[config.mk]
export PLATFORM = sky130hd
export DESIGN_NAME = riceResidualDecoder
export DESIGN_NICKNAME = d
export VERILOG_FILES = /design/src/flacRicePkg.sv /design/src/riceResidualDecoder.sv /design/src/residualUnfolder.sv /design/src/riceStreamReader.sv /design/src/bitPairFeeder.sv
export SDC_FILE = /design/constraint.sdc
export NUM_CORES = 1
export LEC_CHECK = 0
export ABC_AREA = 1
export ABC_CLOCK_PERIOD_IN_PS = 4200
export BUFFER_PORTS_ARGS = -buffer_cell sky130_fd_sc_hd__buf_2
export CAP_MARGIN = 30
export CORE_ASPECT_RATIO = 0.5
export CORE_UTILIZATION = 50
export CTS_BUF_LIST = sky130_fd_sc_hd__clkbuf_8 sky130_fd_sc_hd__clkbuf_16
export DETAILED_ROUTE_END_ITERATION = 8
export PLACE_DENSITY = 0.69
export SLEW_MARGIN = 10
export SYNTH_ARGS = -nofsm -noshare
export SYNTH_HDL_FRONTEND = slang
export SYNTH_SLANG_ARGS = --single-unit
[constraint.sdc]
create_clock -name iClock -period 4.2 [get_ports iClock]
set_input_delay 0.84 -clock iClock [delete_from_list [all_inputs] [get_ports iClock]]
set_output_delay 0.84 -clock iClock [all_outputs]
set_load 0.02 [all_outputs]
[src/flacRicePkg.sv]
package flacRicePkg;

    // Width of one word of the coded bitstream, sent most significant bit first.
    localparam int wordWidth = 16;

    // The Rice parameter is fixed for a whole block; values 2 to 15 are supported.
    localparam int paramWidth = 4;

    // Width of the unary quotient and of the remainder.
    localparam int partWidth = 16;

    localparam int blockCountWidth = 16; // Block size and residual counter.

    // Signed residual width used when the top level sets nothing else.
    // The remainder has to fit below the sign, so 17 is the smallest usable width.
    localparam int defaultResidualWidth = 24;

endpackage
[src/riceResidualDecoder.sv]
`timescale 1ns/10ps

module riceResidualDecoder #(
    parameter int residualWidth = flacRicePkg::defaultResidualWidth
) (
    input  logic                                    iClock,
    input  logic                                    reset,
    input  logic                                    iLoad,
    input  logic [flacRicePkg::wordWidth-1:0]       iWord,
    output logic                                    oReady,
    input  logic [flacRicePkg::paramWidth-1:0]      iRiceParam,
    input  logic [flacRicePkg::blockCountWidth-1:0] iBlockSize,
    output logic signed [residualWidth-1:0]         oResidual,
    output logic                                    oResidualValid,
    output logic                                    oBlockDone
);

    import flacRicePkg::*;

    logic [1:0]           pair;
    logic                 pairValid;  // Also stalls the reader between words.
    logic [partWidth-1:0] msb;
    logic [partWidth-1:0] lsb;
    logic                 done;

    bitPairFeeder feeder0 (
        .iClock     (iClock),
        .reset      (reset),
        .iLoad      (iLoad),
        .iWord      (iWord),
        .oReady     (oReady),
        .oPair      (pair),
        .oPairValid (pairValid)
    );

    riceStreamReader reader0 (
        .iClock     (iClock),
        .reset      (reset),
        .iEnable    (pairValid),
        .iData      (pair),
        .iRiceParam (iRiceParam),
        .oMsb       (msb),
        .oLsb       (lsb),
        .oDone      (done)
    );

    residualUnfolder #(
        .residualWidth (residualWidth)
    ) unfolder0 (
        .iClock         (iClock),
        .reset          (reset),
        .iDone          (done),
        .iMsb           (msb),
        .iLsb           (lsb),
        .iRiceParam     (iRiceParam),
        .iBlockSize     (iBlockSize),
        .oResidual      (oResidual),
        .oResidualValid (oResidualValid),
        .oBlockDone     (oBlockDone)
    );

endmodule

[src/residualUnfolder.sv]
`timescale 1ns/10ps

module residualUnfolder #(
    parameter int residualWidth = flacRicePkg::defaultResidualWidth
) (
    input  logic                                    iClock,
    input  logic                                    reset,
    input  logic                                    iDone,
    input  logic [flacRicePkg::partWidth-1:0]       iMsb,
    input  logic [flacRicePkg::partWidth-1:0]       iLsb,
    input  logic [flacRicePkg::paramWidth-1:0]      iRiceParam,
    input  logic [flacRicePkg::blockCountWidth-1:0] iBlockSize,
    output logic signed [residualWidth-1:0]         oResidual,
    output logic                                    oResidualValid,
    output logic                                    oBlockDone
);

    import flacRicePkg::*;

    logic [residualWidth-1:0]        folded;
    logic [residualWidth-1:0]        half;
    logic signed [residualWidth-1:0] unfolded;
    logic [blockCountWidth-1:0]      residualCount;
    logic [blockCountWidth-1:0]      nextCount;
    logic                            finished;  // Block complete, wait for reset.
    logic                            accept;
    logic                            blockComplete;

    // Folded value is the quotient above the remainder bits.
    // Odd values are negative: -(half + 1) is the same as the inverse of half.
    always_comb begin
        folded = (residualWidth'(iMsb) << iRiceParam) | residualWidth'(iLsb);
        half = folded >> 1;
        unfolded = folded[0] ? ~half : half;
    end

    assign accept = iDone && !finished;
    assign nextCount = residualCount + 1'b1;
    assign blockComplete = (nextCount == iBlockSize);

    always_ff @(posedge iClock) begin
        if (reset) begin
            oResidualValid <= 1'b0;
            oBlockDone <= 1'b0;
            residualCount <= '0;
            finished <= 1'b0;
        end else begin
            oResidualValid <= accept;
            oBlockDone <= accept && blockComplete;
            if (accept) begin
                residualCount <= nextCount;
                if (blockComplete) begin
                    finished <= 1'b1;
                end
            end
        end
    end

    always_ff @(posedge iClock) begin
        if (accept) begin
            oResidual <= unfolded;
        end
    end

endmodule

[src/riceStreamReader.sv]
`timescale 1ns/10ps

module riceStreamReader (
    input  logic                               iClock,
    input  logic                               reset,
    input  logic                               iEnable,
    input  logic [1:0]                         iData,
    input  logic [flacRicePkg::paramWidth-1:0] iRiceParam,
    output logic [flacRicePkg::partWidth-1:0]  oMsb,
    output logic [flacRicePkg::partWidth-1:0]  oLsb,
    output logic                               oDone
);

    import flacRicePkg::*;

    localparam logic stateUnary = 1'b0;
    localparam logic stateRemainder = 1'b1;

    logic                  state;
    logic [partWidth-1:0]  quotient;   // Zeros counted so far in this code.
    logic [partWidth-1:0]  procLsb;    // Remainder bits gathered so far.
    logic [paramWidth-1:0] remBits;    // Remainder bits still owed.
    logic                  codeEnds;
    logic [partWidth-1:0]  endLsb;

    // A code can only end in the remainder state, since the parameter is at least 2.
    // With one bit owed, the code ends on the first bit of the pair.
    always_comb begin
        codeEnds = 1'b0;
        endLsb = {procLsb[partWidth-3:0], iData};
        if (iEnable && state == stateRemainder) begin
            if (remBits == 2) begin
                codeEnds = 1'b1;
            end else if (remBits == 1) begin
                codeEnds = 1'b1;
                endLsb = {procLsb[partWidth-2:0], iData[1]};
            end
        end
    end

    always_ff @(posedge iClock) begin
        if (reset) begin
            state <= stateUnary;
            quotient <= '0;
            remBits <= '0;
            oDone <= 1'b0;
        end else begin
            oDone <= codeEnds;
            if (iEnable) begin
                case (state)
                    stateUnary: begin
                        if (iData == 2'b00) begin
                            quotient <= quotient + 2'd2;
                        end else if (iData == 2'b01) begin
                            // The one ends the run, remainder begins with the next pair.
                            quotient <= quotient + 1'b1;
                            remBits <= iRiceParam;
                            state <= stateRemainder;
                        end else begin
                            // Run ends on the first bit, the second is already remainder.
                            remBits <= iRiceParam - 1'b1;
                            state <= stateRemainder;
                        end
                    end
                    stateRemainder: begin
                        if (remBits > 2) begin
                            remBits <= remBits - 2'd2;
                        end else if (remBits == 2) begin
                            quotient <= '0;
                            state <= stateUnary;
                        end else if (iData[0]) begin
                            // Carried bit is a one, so the next code has an empty run.
                            quotient <= '0;
                            remBits <= iRiceParam;
                        end else begin
                            quotient <= 16'd1;  // Carried zero opens the next run.
                            state <= stateUnary;
                        end
                    end
                    default: state <= stateUnary;
                endcase
            end
        end
    end

    always_ff @(posedge iClock) begin
        if (iEnable) begin
            if (codeEnds) begin
                oMsb <= quotient;
                oLsb <= endLsb;
            end
            if (state == stateUnary) begin
                procLsb <= iData[1] ? partWidth'(iData[0]) : '0;
            end else if (remBits > 2) begin
                procLsb <= {procLsb[partWidth-3:0], iData};
            end else begin
                procLsb <= '0;  // The next code starts with no remainder bits.
            end
        end
    end

endmodule

[src/bitPairFeeder.sv]
`timescale 1ns/10ps

module bitPairFeeder (
    input  logic                              iClock,
    input  logic                              reset,
    input  logic                              iLoad,
    input  logic [flacRicePkg::wordWidth-1:0] iWord,
    output logic                              oReady,
    output logic [1:0]                        oPair,
    output logic                              oPairValid
);

    import flacRicePkg::*;

    localparam int pairsPerWord = wordWidth / 2;
    localparam int countWidth = $clog2(pairsPerWord);
    localparam logic [countWidth-1:0] lastPair = countWidth'(pairsPerWord - 1);

    logic [wordWidth-1:0]  shiftReg;
    logic [countWidth-1:0] pairCount;  // Index of the pair on oPair.
    logic                  busy;
    logic                  takeWord;

    // A word can be taken when nothing is held or the last pair is on the output,
    // so back to back loads give one pair on every cycle.
    assign oReady = !busy || (pairCount == lastPair);
    assign takeWord = iLoad && oReady;

    assign oPair = shiftReg[wordWidth-1 -: 2];  // Top pair goes out first.
    assign oPairValid = busy;

    always_ff @(posedge iClock) begin
        if (reset) begin
            busy <= 1'b0;
            pairCount <= '0;
        end else if (takeWord) begin
            busy <= 1'b1;
            pairCount <= '0;
        end else if (busy) begin
            if (pairCount == lastPair) begin
                busy <= 1'b0;  // Word used up and nothing new arrived.
            end else begin
                pairCount <= pairCount + 1'b1;
            end
        end
    end

    always_ff @(posedge iClock) begin
        if (takeWord) begin
            shiftReg <= iWord;
        end else if (busy) begin
            shiftReg <= shiftReg << 2;
        end
    end

endmodule

* Word level (Yosys, flattened, before mapping) *
Cells that the tools add are included.

word-level totals
  input bits = 39
  register bits after elaboration = 132
  word-level logic and storage cells = 85

operators by class
  $add $sub $neg = 6
  multiplexer cells = 32
  bitwise logic cells = 4
  $lt $le $gt $ge = 1
  eq/ne operators = 10
  reductions and logical operators = 15
  shift operators = 1

operators by type and width
  operator               number
  $mux 16                9
  $add 16x1->16 const B  2
  $pmux 16 s2            1
  $mux 15                2
  $not 23->24            1
  $or 24x16->24          1
  $shl 16x4->24          1
  $mux 23                1
  $mux 4                 5
  $add 16x2->16 const B  1
  $eq 16x16->1           1
  $mux 1                 12
  $pmux 4 s2             1
  $ne 3x3->1 const B     2
  $reduce_and 2->1       3
  $eq 4x1->1 const B     1
  $eq 4x2->1 const B     1
  $gt 4x2->1 const B     1
  $logic_and 1x1->1      4
  $ne 2x2->1 const B     2
  $reduce_and 4->1       1
  $sub 4x1->4 const B    1
  $sub 4x2->4 const B    1
  $add 3x1->3 const B    1
  11 further kinds       13

* Depth between registers and ports, before layout *
  depth in word-level cells = 5
  depth in mapped cells = 13

* Hierarchy *
Synthesis repeated with hierarchy kept, for this count alone.

unflattened totals
  cell total of the unflattened synthesis = 952
  area total of the unflattened synthesis = 7557.2 µm²

by module, submodules not included
  module            cells each  times used  seq. area each (µm²)  area an instance (µm²)
  residualUnfolder  492         1           1101.1                3301.9
  riceStreamReader  362         1           1851.8                3259.4
  bitPairFeeder     98          1           560.5                 996.0

* Worst setup path after synthesis *
No wires, ideal clock.

  path type = reg-to-reg
  from = reg feeder0.busy, in the netlist feeder0.oPairValid
  to = reg reader0.oLsb[0] in the netlist's numbering (enable)
  data arrival time = 3194 ps
  slack = 539 ps
  buffers on the path = 0
  data required time = 3733 ps
  stages on the path, launching flop included = 3
  path through = dfxtp_1 nand2_1 o21ai_0

on the way
  longest elaborated chain between the ends = 3

ends and longest elaborated chain
  element                                RTL line                text
  start: declaration                     bitPairFeeder.sv:21     logic busy;
  start signal: assignment               bitPairFeeder.sv:34     busy <= 1'b0;
  start signal: assignment               bitPairFeeder.sv:37     busy <= 1'b1;
  start signal: assignment               bitPairFeeder.sv:41     busy <= 1'b0;
  $logic_and 1x1->1                      riceStreamReader.sv:31  if (iEnable && state == stateRemainder) begin
  $mux 1                                 riceStreamReader.sv:31
  $reduce_and 2->1 (no source line) (*)  -
  end signal: assignment                 riceStreamReader.sv:90  oLsb <= endLsb;
  end: declaration                       riceStreamReader.sv:10  output logic [flacRicePkg::partWidth-1:0] oLsb,

Mark *: on every way between the ends. The rest lies on a longest branch, timed or not.
A chain may end at the register's enable or synchronous reset.

* Final worst setup path *
  from = reg feeder0.busy, in the netlist feeder0.oPairValid
  to = out oReady

on the way
  longest elaborated chain between the ends = 2

ends and longest elaborated chain
  element           RTL line                   text
  $logic_not 1->1   bitPairFeeder.sv:26        assign oReady = !busy || (pairCount == lastPair);
  $logic_or 1x1->1  bitPairFeeder.sv:26
  end: declaration  riceResidualDecoder.sv:10  output logic oReady,

Every way passes these cells.

==> results.yml <==
status:
  status: "finished, final reports clean"
clocking:
  tritoncts: "yes"
  postCtsHoldBufs: 0
  clk_path_buf_depth: 2
  cts.sinks: 132
  path_clk_slew_ns: 0.06
  cts_resized: 0
  clkLatencyLatePin_ns: 0.43
  post_cts_buffers: 0
  htreeDepth: 4
  cts_root_buf: "clkbuf_16"
  cts_buffers: 17
worst_hold_path:
  min_path_type: "register to register"
route:
  drc: 0
  num_vias: 5651
  wirelength_mm: 14.30
  drtAntennaViolNets: 0
  dr.first_iter.drc_count: 340
  avgViaCountPerCell: 5.119
  post_drt_wl_per_cell_um: 12.95
  dr.pass1.iters: 5
sta:
  worst_slew_pin_slew_ns: 0.8016
  layout_min_cycle_time_ns: 2.832
  rsz0062_at_grt: "false"
  tns_ns: 0
  clock_skew_ns: 0.01977
  max_freq_mhz: 353.1
  maxSlewHeadroom: 0.4648
  min_period_over_period: 0.6742
  finalHoldViolCount: 0
  setup_violations: 0
  maxSlewViolCount: 0
  setup_slack_ns: 1.368
logic_synthesis:
  yosysWarnings: 0
  synthesis.nets: 885
  synth.top_cells.by_count: "nand2_1 (204), inv_1 (90), edfxtp_1 (87)"
  synth_area_leaders: "edfxtp_1 (37%), dfxtp_1 (13%), nand2_1 (11%)"
  seq_area_frac_synth: 0.4962
  yosysMostFrequentCell: "nand2_1"
  syn_inst: 839
  synthArstFlopShare: 0
  ys_types: 49
  ys_ff_latch: 132
  avgSynthCellArea_sq_um: 8.439
  synth_top_area_frac: 0.3690
  netlist_area_sq_um: 7081
  synth_edf_count: 87
  yosysTopAreaCell: "edfxtp_1"
  synth_flop_cell: "edfxtp_1"
pwr:
  p_leak_nw: 3.490
  p_int_w: 0.002399
  peakVddDrop_uv: 257.0
  power_density_nw_per_um2: 402.7
  combPwrFrac: 0.087
  p_sw_w: 0.0008685
  power_frac_clock: 0.465
  swShare: 0.2658
  pwr-share-seq: 0.448
  total_power_w: 0.003267
cells_and_area:
  drive_gt1_frac: 0.1623
  area_growth_pct: 14.58
  antenna_cells: 0
  fill_cells: 1212
  regArea_sq_um: 3513
  fin_nets: 945
  design_area_sq_um: 8113
  multiInputGateArea_sq_um: 3040
grt:
  grt_pass1_vias: 5096
  overflow: 0
  antenna_found_initial: 0
  grt_start_max_net_pins: 33
  track_usage: 0.2116
  grt_pass1_wl_mm: 24.23
critical_path:
  crit_end: "oReady"
  worst_setup_path_end_kind: "output pin"
  rr_startpoint: "feeder0.oPairValid"
  start_kind: "register"
  crit_start: "feeder0.oPairValid"
  required_ns: 3.36
  r2r-end: "reader0.oMsb[1]"
  rr_worst_depth: 6
  critical_path_class: "register to output pin"
  cp.arrival_ns: 1.99
  r2r_slack_ns: 1.67
  critPathMaxFanout: 19
floorplan:
  ios: 66
  die_area_sq_um: 14670
  fp.dieW_um: 170.3
  std_cell_rows: 30
  core_area_sq_um: 13700
  die_h_um: 86.15
  initial_core_util: 0.5168
run:
  max_cap_viol_count: 0
placed_design:
  portBuffers: 65
  hpwl_mm: 10.37
  dpl_cell_area_sq_um: 7512
  detailedPlace.worstSlack_ns: 1.562
  gp_congestion: 0.8537
final cells by class:
cell class | instances | area share
sequential | 132 | 0.4331
multi-input combinational | 583 | 0.3748
clock buffer | 17 | 0.05244
inverter | 96 | 0.04473
timing repair buffer | 69 | 0.04380
tap | 192 | 0.02961
clock inverter | 15 | 0.02159
how the worst min path moves through the flow:
stage                        from                  to  slack, ns  cells after the start
5_1_grt        unfolder0.finished  unfolder0.finished       0.48                      2
2_1_floorplan  unfolder0.finished  unfolder0.finished       0.43                      2
6_report       unfolder0.finished  unfolder0.finished       0.45                      2
3_5_place_dp   unfolder0.finished  unfolder0.finished       0.44                      2
3_3_place_gp   unfolder0.finished  unfolder0.finished       0.44                      2
4_1_cts        unfolder0.finished  unfolder0.finished       0.46                      2
power groups by stage:
stage | registers (W) | logic [W] | clock network [W]
after floorplan | 0.00148 | 0.000221 | 0
after global placement | 0.00149 | 0.000277 | 0
after detailed placement | 0.00149 | 0.000283 | 0
after CTS | 0.00146 | 0.000284 | 0.00154
after global routing | 0.00147 | 0.000324 | 0.00160
final | 0.00146 | 0.000285 | 0.00152
sequential cells by signal, summed over array words and instances (netlist names):
signal                    flops
feeder0.pairCount             3
unfolder0.oResidualValid      1
reader0.oDone                 1
reader0.quotient             16
reader0.oMsb                 16
unfolder0.oBlockDone          1
reader0.procLsb              15
unfolder0.oResidual          24
reader0.state                 1
unfolder0.residualCount      16
reader0.oLsb                 16
unfolder0.finished            1
reader0.remBits               4
feeder0.oPairValid            1
feeder0.shiftReg             16
kinds of logic after synthesis:
family | after synthesis | synth area share
buffers and inverters | 124 | 0.07545
AND/OR/NAND/NOR | 397 | 0.2453
AO/OA/AOI/OAI | 134 | 0.1039
multiplexers | 15 | 0.02386
adder cells (fa/ha/maj) | 7 | 0.01237
XOR/XNOR | 30 | 0.04294
flip-flops | 132 | 0.4962
per-layer routing:
metal	part of all wire	vias to the layer above	track usage
met5	0	-	0
met4	0.012	0	0.06224
met3	0.051	19	0.05122
met2	0.44	162	0.3297
met1	0.50	2547	0.2930
li1	-	2923	-
cells in the final DEF (no fill, tap or decap), types with 6 or more instances in the layout:
cell and n:
ha_1 7, nand3_1 55, nand3b_1 10, buf_2 65, nor2_1 78, dfxtp_1 45
inv_8 6, inv_6 7, or2_2 7, mux2_2 15, xor2_1 26, nand2_1 204
edfxtp_1 87, a21oi_1 36, o21ai_0 54, nor2_2 6, a31oi_1 7, clkbuf_16 17
inv_1 90, o21ai_1 14, nand4_1 14
stage by stage:
stage	util	instances	hold slack (ns)
CTS	0.5921	1104	0.4560
finish	0.5921	1104	0.4532
detailed placement	0.5483	1072	0.4420
global placement	0.5483	1072	0.4384
floorplan	-	839	0.4259
global route	0.5921	1104	0.4796
worst max-delay path, stage by stage (launching register included):
cell	delay [ns]
dfxtp_1	0.84
inv_1	0.19
or2_1	0.35
buf_2	0.20
(Power assumes the default switching activity.)
